## src/common/mpf_edge_cfg.svh

```systemverilog
/*
 * Sizing constants for the AFU-side write edge.
 * Include this header wherever heap depth, bus widths or the
 * almost-full slack are needed. The package takes its widths from here.
 */

`ifndef MPF_EDGE_CFG_SVH
`define MPF_EDGE_CFG_SVH

// Number of packet slots in the write-data heap
`define MPF_N_HEAP_ENTRIES 16

// Requests the AFU may still issue once it sees almost-full
`define MPF_ALM_FULL_THRESHOLD 2

// Longest multi-beat packet
`define MPF_MAX_BEATS 4

// Slots held back so in-flight requests and a whole packet still fit
`define MPF_MIN_FREE_SLOTS (`MPF_ALM_FULL_THRESHOLD + `MPF_MAX_BEATS + 1)

// Bus widths
`define MPF_ADDR_W 32
`define MPF_DATA_W 64

`endif

```

## src/common/mpf_edge_pkg.sv

```systemverilog
/*
 * Shared types for the AFU-side write edge.
 * Modules and the testbench refer to these by scoped name.
 */

`include "mpf_edge_cfg.svh"

package mpf_edge_pkg;

    // Cache-line address of a request
    typedef logic [`MPF_ADDR_W-1:0] t_cl_addr;

    // One beat of write data
    typedef logic [`MPF_DATA_W-1:0] t_cl_data;

    // Beat count of a packet minus one
    typedef logic [$clog2(`MPF_MAX_BEATS)-1:0] t_cl_len;

    // Position of a beat inside its packet
    typedef logic [$clog2(`MPF_MAX_BEATS)-1:0] t_cl_num;

    // Slot index in the write-data heap
    typedef logic [$clog2(`MPF_N_HEAP_ENTRIES)-1:0] t_heap_idx;

    // Free slot count, wide enough to hold the full heap size
    typedef logic [$clog2(`MPF_N_HEAP_ENTRIES+1)-1:0] t_heap_cnt;

    // Heap control FSM
    // HEAP_INIT fills the free list after reset, HEAP_RUN serves requests
    typedef enum logic
    {
        HEAP_INIT,
        HEAP_RUN
    } t_heap_state;

endpackage

```

## src/heap/wr_heap_ctrl.sv

```systemverilog
/*
 * Free-list allocator for write-data heap slots.
 * Fills a circular list with every index after reset, then hands
 * indices out at the head and takes returned ones in at the tail.
 */

`timescale 1ns/1ps

`include "mpf_edge_cfg.svh"

module wr_heap_ctrl
(
    input  logic                    clk,
    input  logic                    reset,

    // Take the slot at alloc_idx
    input  logic                    alloc,

    // Return a slot to the list
    input  logic                    free,
    input  mpf_edge_pkg::t_heap_idx free_idx,

    output mpf_edge_pkg::t_heap_idx alloc_idx,
    output logic                    not_full
);

    // Circular list of free slot indices
    mpf_edge_pkg::t_heap_idx free_list [`MPF_N_HEAP_ENTRIES];

    mpf_edge_pkg::t_heap_state state;
    mpf_edge_pkg::t_heap_idx   head;
    mpf_edge_pkg::t_heap_idx   tail;
    mpf_edge_pkg::t_heap_cnt   free_cnt;

    logic                      list_wen;
    mpf_edge_pkg::t_heap_idx   list_wdata;

    // The next slot is visible before it is consumed
    assign alloc_idx = free_list[head];

    // Keep a reserve so an open packet and the late almost-full can finish
    assign not_full = (state == mpf_edge_pkg::HEAP_RUN) &&
                      (free_cnt > mpf_edge_pkg::t_heap_cnt'(`MPF_MIN_FREE_SLOTS));

    // During init the tail walks the list and writes its own index
    always_comb
    begin
        if (state == mpf_edge_pkg::HEAP_INIT)
        begin
            list_wen   = 1'b1;
            list_wdata = tail;
        end
        else
        begin
            list_wen   = free;
            list_wdata = free_idx;
        end
    end

    always_ff @(posedge clk)
    begin
        if (list_wen)
        begin
            free_list[tail] <= list_wdata;
        end
    end

    // ====================
    // Pointers and count
    // ====================

    always_ff @(posedge clk)
    begin
        if (state == mpf_edge_pkg::HEAP_INIT)
        begin
            tail     <= tail + 1'b1;
            free_cnt <= free_cnt + 1'b1;

            // Last index written, the tail has wrapped back to the head
            if (tail == mpf_edge_pkg::t_heap_idx'(`MPF_N_HEAP_ENTRIES - 1))
            begin
                state <= mpf_edge_pkg::HEAP_RUN;
            end
        end
        else
        begin
            if (alloc)
            begin
                head <= head + 1'b1;
            end

            if (free)
            begin
                tail <= tail + 1'b1;
            end

            free_cnt <= free_cnt + mpf_edge_pkg::t_heap_cnt'(free)
                                 - mpf_edge_pkg::t_heap_cnt'(alloc);
        end

        if (reset)
        begin
            state    <= mpf_edge_pkg::HEAP_INIT;
            head     <= '0;
            tail     <= '0;
            free_cnt <= '0;
        end
    end

endmodule

```

## src/heap/wr_data_heap.sv

```systemverilog
/*
 * Write-data storage for buffered packet beats.
 * Each heap slot holds up to a full packet, addressed by slot and beat.
 * Reads return data one cycle after the address is presented.
 */

`timescale 1ns/1ps

`include "mpf_edge_cfg.svh"

module wr_data_heap
(
    input  logic                    clk,

    // Write port fed by the AFU beats
    input  logic                    wen,
    input  mpf_edge_pkg::t_heap_idx widx,
    input  mpf_edge_pkg::t_cl_num   wbeat,
    input  mpf_edge_pkg::t_cl_data  wdata,

    // Read port used by downstream
    input  mpf_edge_pkg::t_heap_idx ridx,
    input  mpf_edge_pkg::t_cl_num   rbeat,
    output mpf_edge_pkg::t_cl_data  rdata
);

    localparam int DEPTH = `MPF_N_HEAP_ENTRIES * `MPF_MAX_BEATS;

    // Slot index in the upper bits, beat number in the lower bits
    mpf_edge_pkg::t_cl_data mem [DEPTH];

    always_ff @(posedge clk)
    begin
        if (wen)
        begin
            mem[{widx, wbeat}] <= wdata;
        end

        rdata <= mem[{ridx, rbeat}];
    end

endmodule

```

## src/wr_packet_track.sv

```systemverilog
/*
 * Multi-beat write packet tracker.
 * Counts beats, restores the sop address and cl_len on later beats,
 * and registers one control flit when the last beat arrives.
 */

`timescale 1ns/1ps

module wr_packet_track
(
    input  logic                    clk,
    input  logic                    reset,

    // Incoming write beat
    input  logic                    wr_valid,
    input  logic                    wr_sop,
    input  mpf_edge_pkg::t_cl_len   wr_cl_len,
    input  mpf_edge_pkg::t_cl_addr  wr_addr,

    // Slot that the current packet will occupy
    input  mpf_edge_pkg::t_heap_idx alloc_idx,

    // Beat position and allocation strobe for the heap
    output mpf_edge_pkg::t_cl_num   beat_num,
    output logic                    heap_alloc,

    // Canonical control flit
    output logic                    req_valid,
    output mpf_edge_pkg::t_cl_addr  req_addr,
    output mpf_edge_pkg::t_cl_len   req_cl_len,
    output mpf_edge_pkg::t_heap_idx req_heap_idx
);

    // Beats already seen in the open packet
    mpf_edge_pkg::t_cl_num  beat_cnt;

    // Header fields captured on the sop beat
    mpf_edge_pkg::t_cl_addr sop_addr;
    mpf_edge_pkg::t_cl_len  sop_cl_len;

    // Header fields valid for the beat now on the input
    mpf_edge_pkg::t_cl_addr canon_addr;
    mpf_edge_pkg::t_cl_len  canon_cl_len;

    logic                   wr_eop;

    // ====================
    // Header recovery
    // ====================

    // Address and cl_len are don't-care on non-sop beats
    // so the saved sop values stand in for them
    always_comb
    begin
        if (wr_sop)
        begin
            beat_num     = '0;
            canon_addr   = wr_addr;
            canon_cl_len = wr_cl_len;
        end
        else
        begin
            beat_num     = beat_cnt;
            canon_addr   = sop_addr;
            canon_cl_len = sop_cl_len;
        end
    end

    // The last beat is the one whose position equals cl_len
    assign wr_eop     = wr_valid && (beat_num == canon_cl_len);
    assign heap_alloc = wr_eop;

    always_ff @(posedge clk)
    begin
        if (wr_valid && wr_sop)
        begin
            sop_addr   <= wr_addr;
            sop_cl_len <= wr_cl_len;
        end
    end

    // Restart counting after eop, otherwise step to the next beat
    always_ff @(posedge clk)
    begin
        if (wr_valid)
        begin
            beat_cnt <= wr_eop ? '0 : beat_num + 1'b1;
        end

        if (reset)
        begin
            beat_cnt <= '0;
        end
    end

    // ====================
    // Control flit
    // ====================

    // Only the final beat produces a flit, so all data is in the heap
    // by the time downstream sees it
    always_ff @(posedge clk)
    begin
        req_valid    <= wr_eop;
        req_addr     <= canon_addr;
        req_cl_len   <= canon_cl_len;
        req_heap_idx <= alloc_idx;

        if (reset)
        begin
            req_valid <= 1'b0;
        end
    end

endmodule

```

## src/mpf_edge_afu.sv

```systemverilog
/*
 * AFU-side edge of the memory request pipeline.
 * Write beats from the AFU land in a local heap and a single control
 * flit per packet goes downstream. Downstream reads the beats back by
 * heap index and frees the slot when done.
 */

`timescale 1ns/1ps

module mpf_edge_afu
(
    input  logic                   clk,
    input  logic                   reset,

    // Write beats from the AFU
    input  logic                   afu_wr_valid,
    input  logic                   afu_wr_sop,
    input  mpf_edge_pkg::t_cl_len  afu_wr_cl_len,
    input  mpf_edge_pkg::t_cl_addr afu_wr_addr,
    input  mpf_edge_pkg::t_cl_data afu_wr_data,
    output logic                   afu_alm_full,

    // Control flit toward downstream
    input  logic                   fiu_alm_full,
    output logic                   fiu_req_valid,
    output mpf_edge_pkg::t_cl_addr fiu_req_addr,
    output mpf_edge_pkg::t_cl_len  fiu_req_cl_len,
    output mpf_edge_pkg::t_heap_idx fiu_req_heap_idx,

    // Heap read-back and slot release from downstream
    input  mpf_edge_pkg::t_heap_idx fiu_rd_idx,
    input  mpf_edge_pkg::t_cl_num  fiu_rd_beat,
    output mpf_edge_pkg::t_cl_data fiu_rd_data,
    input  logic                   fiu_free,
    input  mpf_edge_pkg::t_heap_idx fiu_free_idx
);

    logic                    heap_alloc;
    logic                    heap_not_full;
    mpf_edge_pkg::t_heap_idx alloc_idx;
    mpf_edge_pkg::t_cl_num   beat_num;

    // ====================
    // Packet tracking
    // ====================

    // Recovers sop header fields on later beats and emits the flit on eop
    wr_packet_track wr_packet_track_inst
    (
        .clk          (clk),
        .reset        (reset),
        .wr_valid     (afu_wr_valid),
        .wr_sop       (afu_wr_sop),
        .wr_cl_len    (afu_wr_cl_len),
        .wr_addr      (afu_wr_addr),
        .alloc_idx    (alloc_idx),
        .beat_num     (beat_num),
        .heap_alloc   (heap_alloc),
        .req_valid    (fiu_req_valid),
        .req_addr     (fiu_req_addr),
        .req_cl_len   (fiu_req_cl_len),
        .req_heap_idx (fiu_req_heap_idx)
    );

    // ====================
    // Heap
    // ====================

    // The slot is taken on the final beat, so every beat of a packet
    // writes into the same alloc_idx
    wr_heap_ctrl wr_heap_ctrl_inst
    (
        .clk       (clk),
        .reset     (reset),
        .alloc     (heap_alloc),
        .free      (fiu_free),
        .free_idx  (fiu_free_idx),
        .alloc_idx (alloc_idx),
        .not_full  (heap_not_full)
    );

    wr_data_heap wr_data_heap_inst
    (
        .clk   (clk),
        .wen   (afu_wr_valid),
        .widx  (alloc_idx),
        .wbeat (beat_num),
        .wdata (afu_wr_data),
        .ridx  (fiu_rd_idx),
        .rbeat (fiu_rd_beat),
        .rdata (fiu_rd_data)
    );

    // Almost-full toward the AFU is one cycle late
    // The reserved heap slots absorb the requests sent in that cycle
    always_ff @(posedge clk)
    begin
        afu_alm_full <= fiu_alm_full || !heap_not_full;

        if (reset)
        begin
            afu_alm_full <= 1'b1;
        end
    end

endmodule

```

## config.mk

```make
export PLATFORM = sky130hd
export DESIGN_NAME = mpf_edge_afu
export DESIGN_NICKNAME = d
export VERILOG_FILES = /design/src/common/mpf_edge_pkg.sv /design/src/heap/wr_heap_ctrl.sv /design/src/heap/wr_data_heap.sv /design/src/wr_packet_track.sv /design/src/mpf_edge_afu.sv
export VERILOG_INCLUDE_DIRS = /design/src /design/src/common
export SDC_FILE = /design/constraint.sdc
export NUM_CORES = 2
export LEC_CHECK = 0
export BUFFER_PORTS_ARGS = -buffer_cell sky130_fd_sc_hd__clkbuf_2
export CORE_MARGIN = 2
export CORE_UTILIZATION = 30
export CTS_CLUSTER_DIAMETER = 100
export DETAILED_ROUTE_END_ITERATION = 10
export MAX_ROUTING_LAYER = met4
export SLEW_MARGIN = 20
export SYNTH_ARGS = -nofsm -noshare
export SYNTH_HDL_FRONTEND = slang
export SYNTH_MEMORY_MAX_BITS = 65536
export SYNTH_SLANG_ARGS = --single-unit
```

## constraint.sdc

```tcl
create_clock -name clk -period 9.1 [get_ports clk]
set_input_delay 0.91 -clock clk [delete_from_list [all_inputs] [get_ports clk]]
set_output_delay 0.91 -clock clk [all_outputs]
set_load 0.02 [all_outputs]
```

## Yosys cells after proc, flatten, opt, wreduce, memory -nomap -nowiden

Memories as Yosys holds them, arrays and structs flattened. A register that Yosys moved wholly into a read port is not among the register bits.
Cells that the tools add are included.

- Bits in writable memories: 4160
- Register bits after elaboration: 90
- Bits of input ports: 114
- Output and inout bits: 104
- Memories kept: 2
- Word-level logic and storage cells: 47

Memories:

| name | words | width | read ports | clocked after Yosys merged registers in | write ports | line | RTL |
|---|---|---|---|---|---|---|---|
| wr_data_heap_inst.mem | 64 | 64 | 1 | 1 | 1 | wr_data_heap.sv:30 | `mpf_edge_pkg::t_cl_data mem [DEPTH];` |
| wr_heap_ctrl_inst.free_list | 16 | 4 | 1 | 1 | 1 | wr_heap_ctrl.sv:28 | `` mpf_edge_pkg::t_heap_idx free_list [`MPF_N_HEAP_ENTRIES]; `` |

- Equality and inequality tests: 3
- Reduce and logical (&&, ||, !) cells: 6
- Order comparisons: 1
- Multiplexer cells: 17
- Add/subtract/negate cells: 6

Operator list:

| kind | count |
|---|---|
| $mux W32 | 1 |
| $mux W4 | 5 |
| $add A4 B1 Y4 const B | 2 |
| $mux W1 | 7 |
| $mux W2 | 3 |
| $add A5 B1 Y5 | 1 |
| $add A5 B1 Y5 const B | 1 |
| $gt A5 B3 Y1 const B | 1 |
| $mux W5 | 1 |
| $sub A5 B1 Y5 | 1 |
| $eq A4 B4 Y1 const B | 1 |
| $logic_and A1 B1 Y1 | 3 |
| $add A2 B1 Y2 const B | 1 |
| $eq A2 B2 Y1 | 1 |
| $ne A2 B2 Y1 const B | 1 |
| $reduce_and A2 Y1 | 1 |
| $logic_not A1 Y1 | 1 |
| $logic_or A1 B1 Y1 | 1 |

## Longest topological paths before layout

- Depth in word-level cells: 6
- Mapped depth: 13
- Mapped depth without buffers: 12

## Hierarchy

A second synthesis with hierarchy kept.

- Cells, all modules: 6966
- Area total of the unflattened synthesis: 162306.9 µm²

Modules (own cells, without submodules):

| module | instances | cells each | area an instance (µm²) | sequential area each (µm²) |
|---|---|---|---|---|
| wr_data_heap | 1 | 6598 | 156348.7 | 124279.2 |
| wr_heap_ctrl | 1 | 238 | 3559.7 | 2282.2 |
| wr_packet_track | 1 | 128 | 2369.8 | 1841.8 |
| mpf_edge_afu | 1 | 2 | 28.8 | 20.0 |

## Least setup slack after synthesis

Ideal clock, no wire load.

- Path kind: reg2reg
- From: register with a tool-made name
- To: memory wr_data_heap_inst.mem[19][0] (netlist bit) (enable)
- Data arrival time: 4.683 ns
- Cell stages (with the launch flop): 9
- Setup time: 0.486 ns
- Clock period less this slack: 5.169 ns
- Required time: 8.614 ns
- Path buffers: 3
- Setup slack: 3.931 ns
- Cells stage by stage: dfxtp_1 > buf_6 > buf_6 > mux4_2 > a22oi_1 > nand2_2 > or3_1 > buf_2 > nor2_1

RTL lines:

| element | line |
|---|---|
| end: declaration | wr_data_heap.sv:30 |

==> impl_metrics.ini <==
[yosys]
post_synth.cell_area_avg_um2 = 23.17
syn_inst = 6965
syn_area_um2 = 161400
yosysTopAreaCell = edfxtp_1
ys_ff_latch = 4318
ys_warn_count = 0
syn_nets = 7095
synth_top_area_share_pct = 78.05
synth_area_leaders = edfxtp_1 (78%), mux4_2 (14%), dfxtp_1 (1.5%)
synthArstFlopShare_pct = 0
synth_ff_type = edfxtp_1
ys_seq_area_share_pct = 79.59
synth_cell_type_count = 50
synth_enable_flop_cells = 4194

[placement]
pre_cts_slack_ns = 3.664
hpwlAfterDp_um = 269100
globalplace.congestion = 0.8201
placed_area_um2 = 172500
placedCellCount = 14230
port_buffers = 217

[final_layout]
final_util_pct = 34.77
nets = 7609
final.fill_count = 48840
fin_area_um2 = 186400
stdcell_count = 15040
drive_gt1_share_pct = 28.54
area_growth_pct = 15.53

[pwr]
powerDensity_nw_per_um2 = 224.1
peakVddDrop_mv = 0.1734
leakagePower_uw = 0.05715

[floorplan]
boundaryPins = 218
start_util_pct = 30.09
die-area_um2 = 543700
die_h_um = 737.4
die_x_um = 737.4
core-area_um2 = 536200
fp-row-count = 269

[sta]
fin_setup_tns_ns = 0
fin_crit_ns = 4.966
tightest_slew_ns = 1.149
finalWorstSetupSlack_ns = 4.134
rsz0062_at_grt = false
slew_viol_final = 0
setup_viol = 0
slew_headroom_pct = 23.42
fin_skew_ns = 0.1235
hold_viol = 0
finalCritPeriodShare_pct = 54.58
fmax_ghz = 0.2014

[worst_setup_path]
critPathMaxFanout = 46
arrival_ns = 5.57
reg2regPathDepth = 6
reg2reg_setup_slack_ns = 4.13
end_kind = flip-flop
critPathRequiredTime_ns = 9.70
start_kind = flip-flop
worst-setup-path-type = flip-flop to flip-flop
reg2reg_to = wr_data_heap_inst.mem[34][43]

[routing]
drt-initial-drc-count = 12020
first_pass_iters = 6
vias_per_cell = 5.252
vias = 78970
wl_per_cell_um = 30.60
routed_wl_um = 460100
drcViolationCount = 0
drtAntennaViolNets = 0

[status]
status = finished clean

[clock_tree]
ctsResizeCount = 0
cts_buffers = 425
cts_root_buffer = clkbuf_16
hold_buffers = 0
clk_pin_slew_worst_paths_ns = 0.06
cts_setup_buffers = 0
numClockSinks = 4318
worstSkewPairLatency_ns = 1.01
ctsLongestPathBuffers = 4
tritoncts = built
htree_levels = 5

[worst_hold_path]
hp-start = afu_wr_addr[13]
min_path_cells = 1
min_to = wr_packet_track_inst.sop_addr[13]
min_path_type = primary input to flip-flop

[global_route]
grt_pass1_vias = 77740
grt_pass1_wl_um = 633500
grtUsageTotal_pct = 16.91
grt_max_degree = 128
overflow = 0
antenna_found_initial = 70

[job]
cap_violations = 0
-- power by group --
group	internal, uW	switching (uW)
Sequential	22000	158
Combinational	710	1500
Clock	9830	7540
-- worst max-delay path: stages, from the launching register on --
cell and delay (ns):
dfxtp_1 0.86, mux4_2 0.45, a22o_1 0.26, a221oi_4 0.30
nand4_1 0.79, nor2_4 0.92, buf_4 0.89
-- worst max path at each step --
stage | cells past startpoint | slack [ns] | from | end
floorplan | 8 | 3.93 | flip-flop | wr_data_heap_inst.mem[19][0]
global placement | 6 | 3.75 | flip-flop | wr_data_heap_inst.mem[34][9]
detailed placement | 6 | 3.66 | flip-flop | wr_data_heap_inst.mem[34][11]
CTS | 6 | 3.70 | flip-flop | wr_data_heap_inst.mem[30][29]
global route | 6 | 3.95 | flip-flop | wr_data_heap_inst.mem[34][43]
finish | 6 | 4.13 | flip-flop | wr_data_heap_inst.mem[34][43]
-- per-layer routing --
metal | track usage, % | part of all wire [%]
met1 | 23.52 | 41
met2 | 26.02 | 47
met3 | 2.928 | 9.8
met4 | 3.931 | 2.4
met5 | - | 0
-- registers in the layout (all words and copies together) (netlist names), 2 cells and up, named ones only --
register	count
wr_data_heap_inst.mem	4096
wr_packet_track_inst.sop_cl_len	2
wr_heap_ctrl_inst.head	4
wr_packet_track_inst.req_addr	32
wr_packet_track_inst.req_cl_len	2
wr_packet_track_inst.beat_cnt	2
wr_packet_track_inst.req_heap_idx	4
wr_heap_ctrl_inst.free_list	64
wr_heap_ctrl_inst.tail	4
wr_heap_ctrl_inst.free_cnt	5
wr_packet_track_inst.sop_addr	32
wr_data_heap_inst.rdata	64
-- cells by family (layout without fill, tap and decap cells) --
logic type / after synthesis / count (layout) / synth area share [%]
compound gates: 608 / 608 / 2.550
xor+xnor: 14 / 14 / 0.07599
fa+ha+maj: 16 / 16 / 0.1287
buf+inv: 399 / 1276 / 1.094
flops: 4318 / 4318 / 79.59
mux: 1191 / 1191 / 15.31
other cells: 0 / 15 / 0
simple gates: 419 / 419 / 1.252
-- through the flow --
step                hold slack [ns]  power [uW]
floorplan                    0.4494       23640
global placement             0.4614       24800
detailed placement           0.4580       24840
CTS                          0.1322       42050
global route                 0.1572       42880
finish                       0.1960       41770
-- Yosys cell counts (4+ instances only) --
master and number:
a2111oi_0 8, a211oi_1 41, a21oi_1 49, a22oi_1 4
a32oi_1 8, and2_1 5, buf_1 43, buf_2 166
buf_4 12, clkbuf_1 162, dfxtp_1 124, edfxtp_1 4194
ha_1 15, inv_1 13, mux2_2 52, mux2i_1 123
mux4_2 1016, nand2_1 52, nand2b_1 13, nand3_1 11
nand3b_1 4, nand4_1 8, nor2_1 169, nor2_2 8
nor2b_1 24, nor3_1 52, nor4_1 56, o21ai_0 70
o221ai_1 68, o22a_1 56, o22ai_1 294, or2_2 6
xnor2_1 4, xor2_1 10
-- cell type report --
cell class | count | area [um^2] | area share, %
Clock buffer | 539 | 11320 | 6.072
Antenna cell | 15 | 37.54 | 0.02014
Timing Repair Buffer | 472 | 3338 | 1.791
Clock inverter | 251 | 2527 | 1.356
Sequential cell | 4318 | 128400 | 68.89
Inverter | 14 | 52.55 | 0.02819
Tap cell | 7181 | 8985 | 4.820
Multi-Input combinational cell | 2248 | 31730 | 17.02
-- cell usage in the layout, fill, tap and decap left out, drive strengths merged, types with 3 or more instances in the layout --
master    instances
dfxtp           124
a21oi            49
mux2i           123
a32oi             8
nand2            53
o21ai            70
clkbuf          724
o22a             56
clkinv          191
a211oi           41
nor2            177
o22ai           294
buf             287
mux4           1016
nor2b            24
nor4             56
and2              5
bufinv           35
nor3             52
nand2b           13
or2               6
mux2             52
xor2             10
or3               3
clkinvlp         14
ha               15
o221ai           68
xnor2             4
a22oi             4
inv              25
nand3            14
a2111oi           8
nand4             9
edfxtp         4194
diode            15
nand3b            4
No activity file was read; power rests on OpenSTA's default activity.
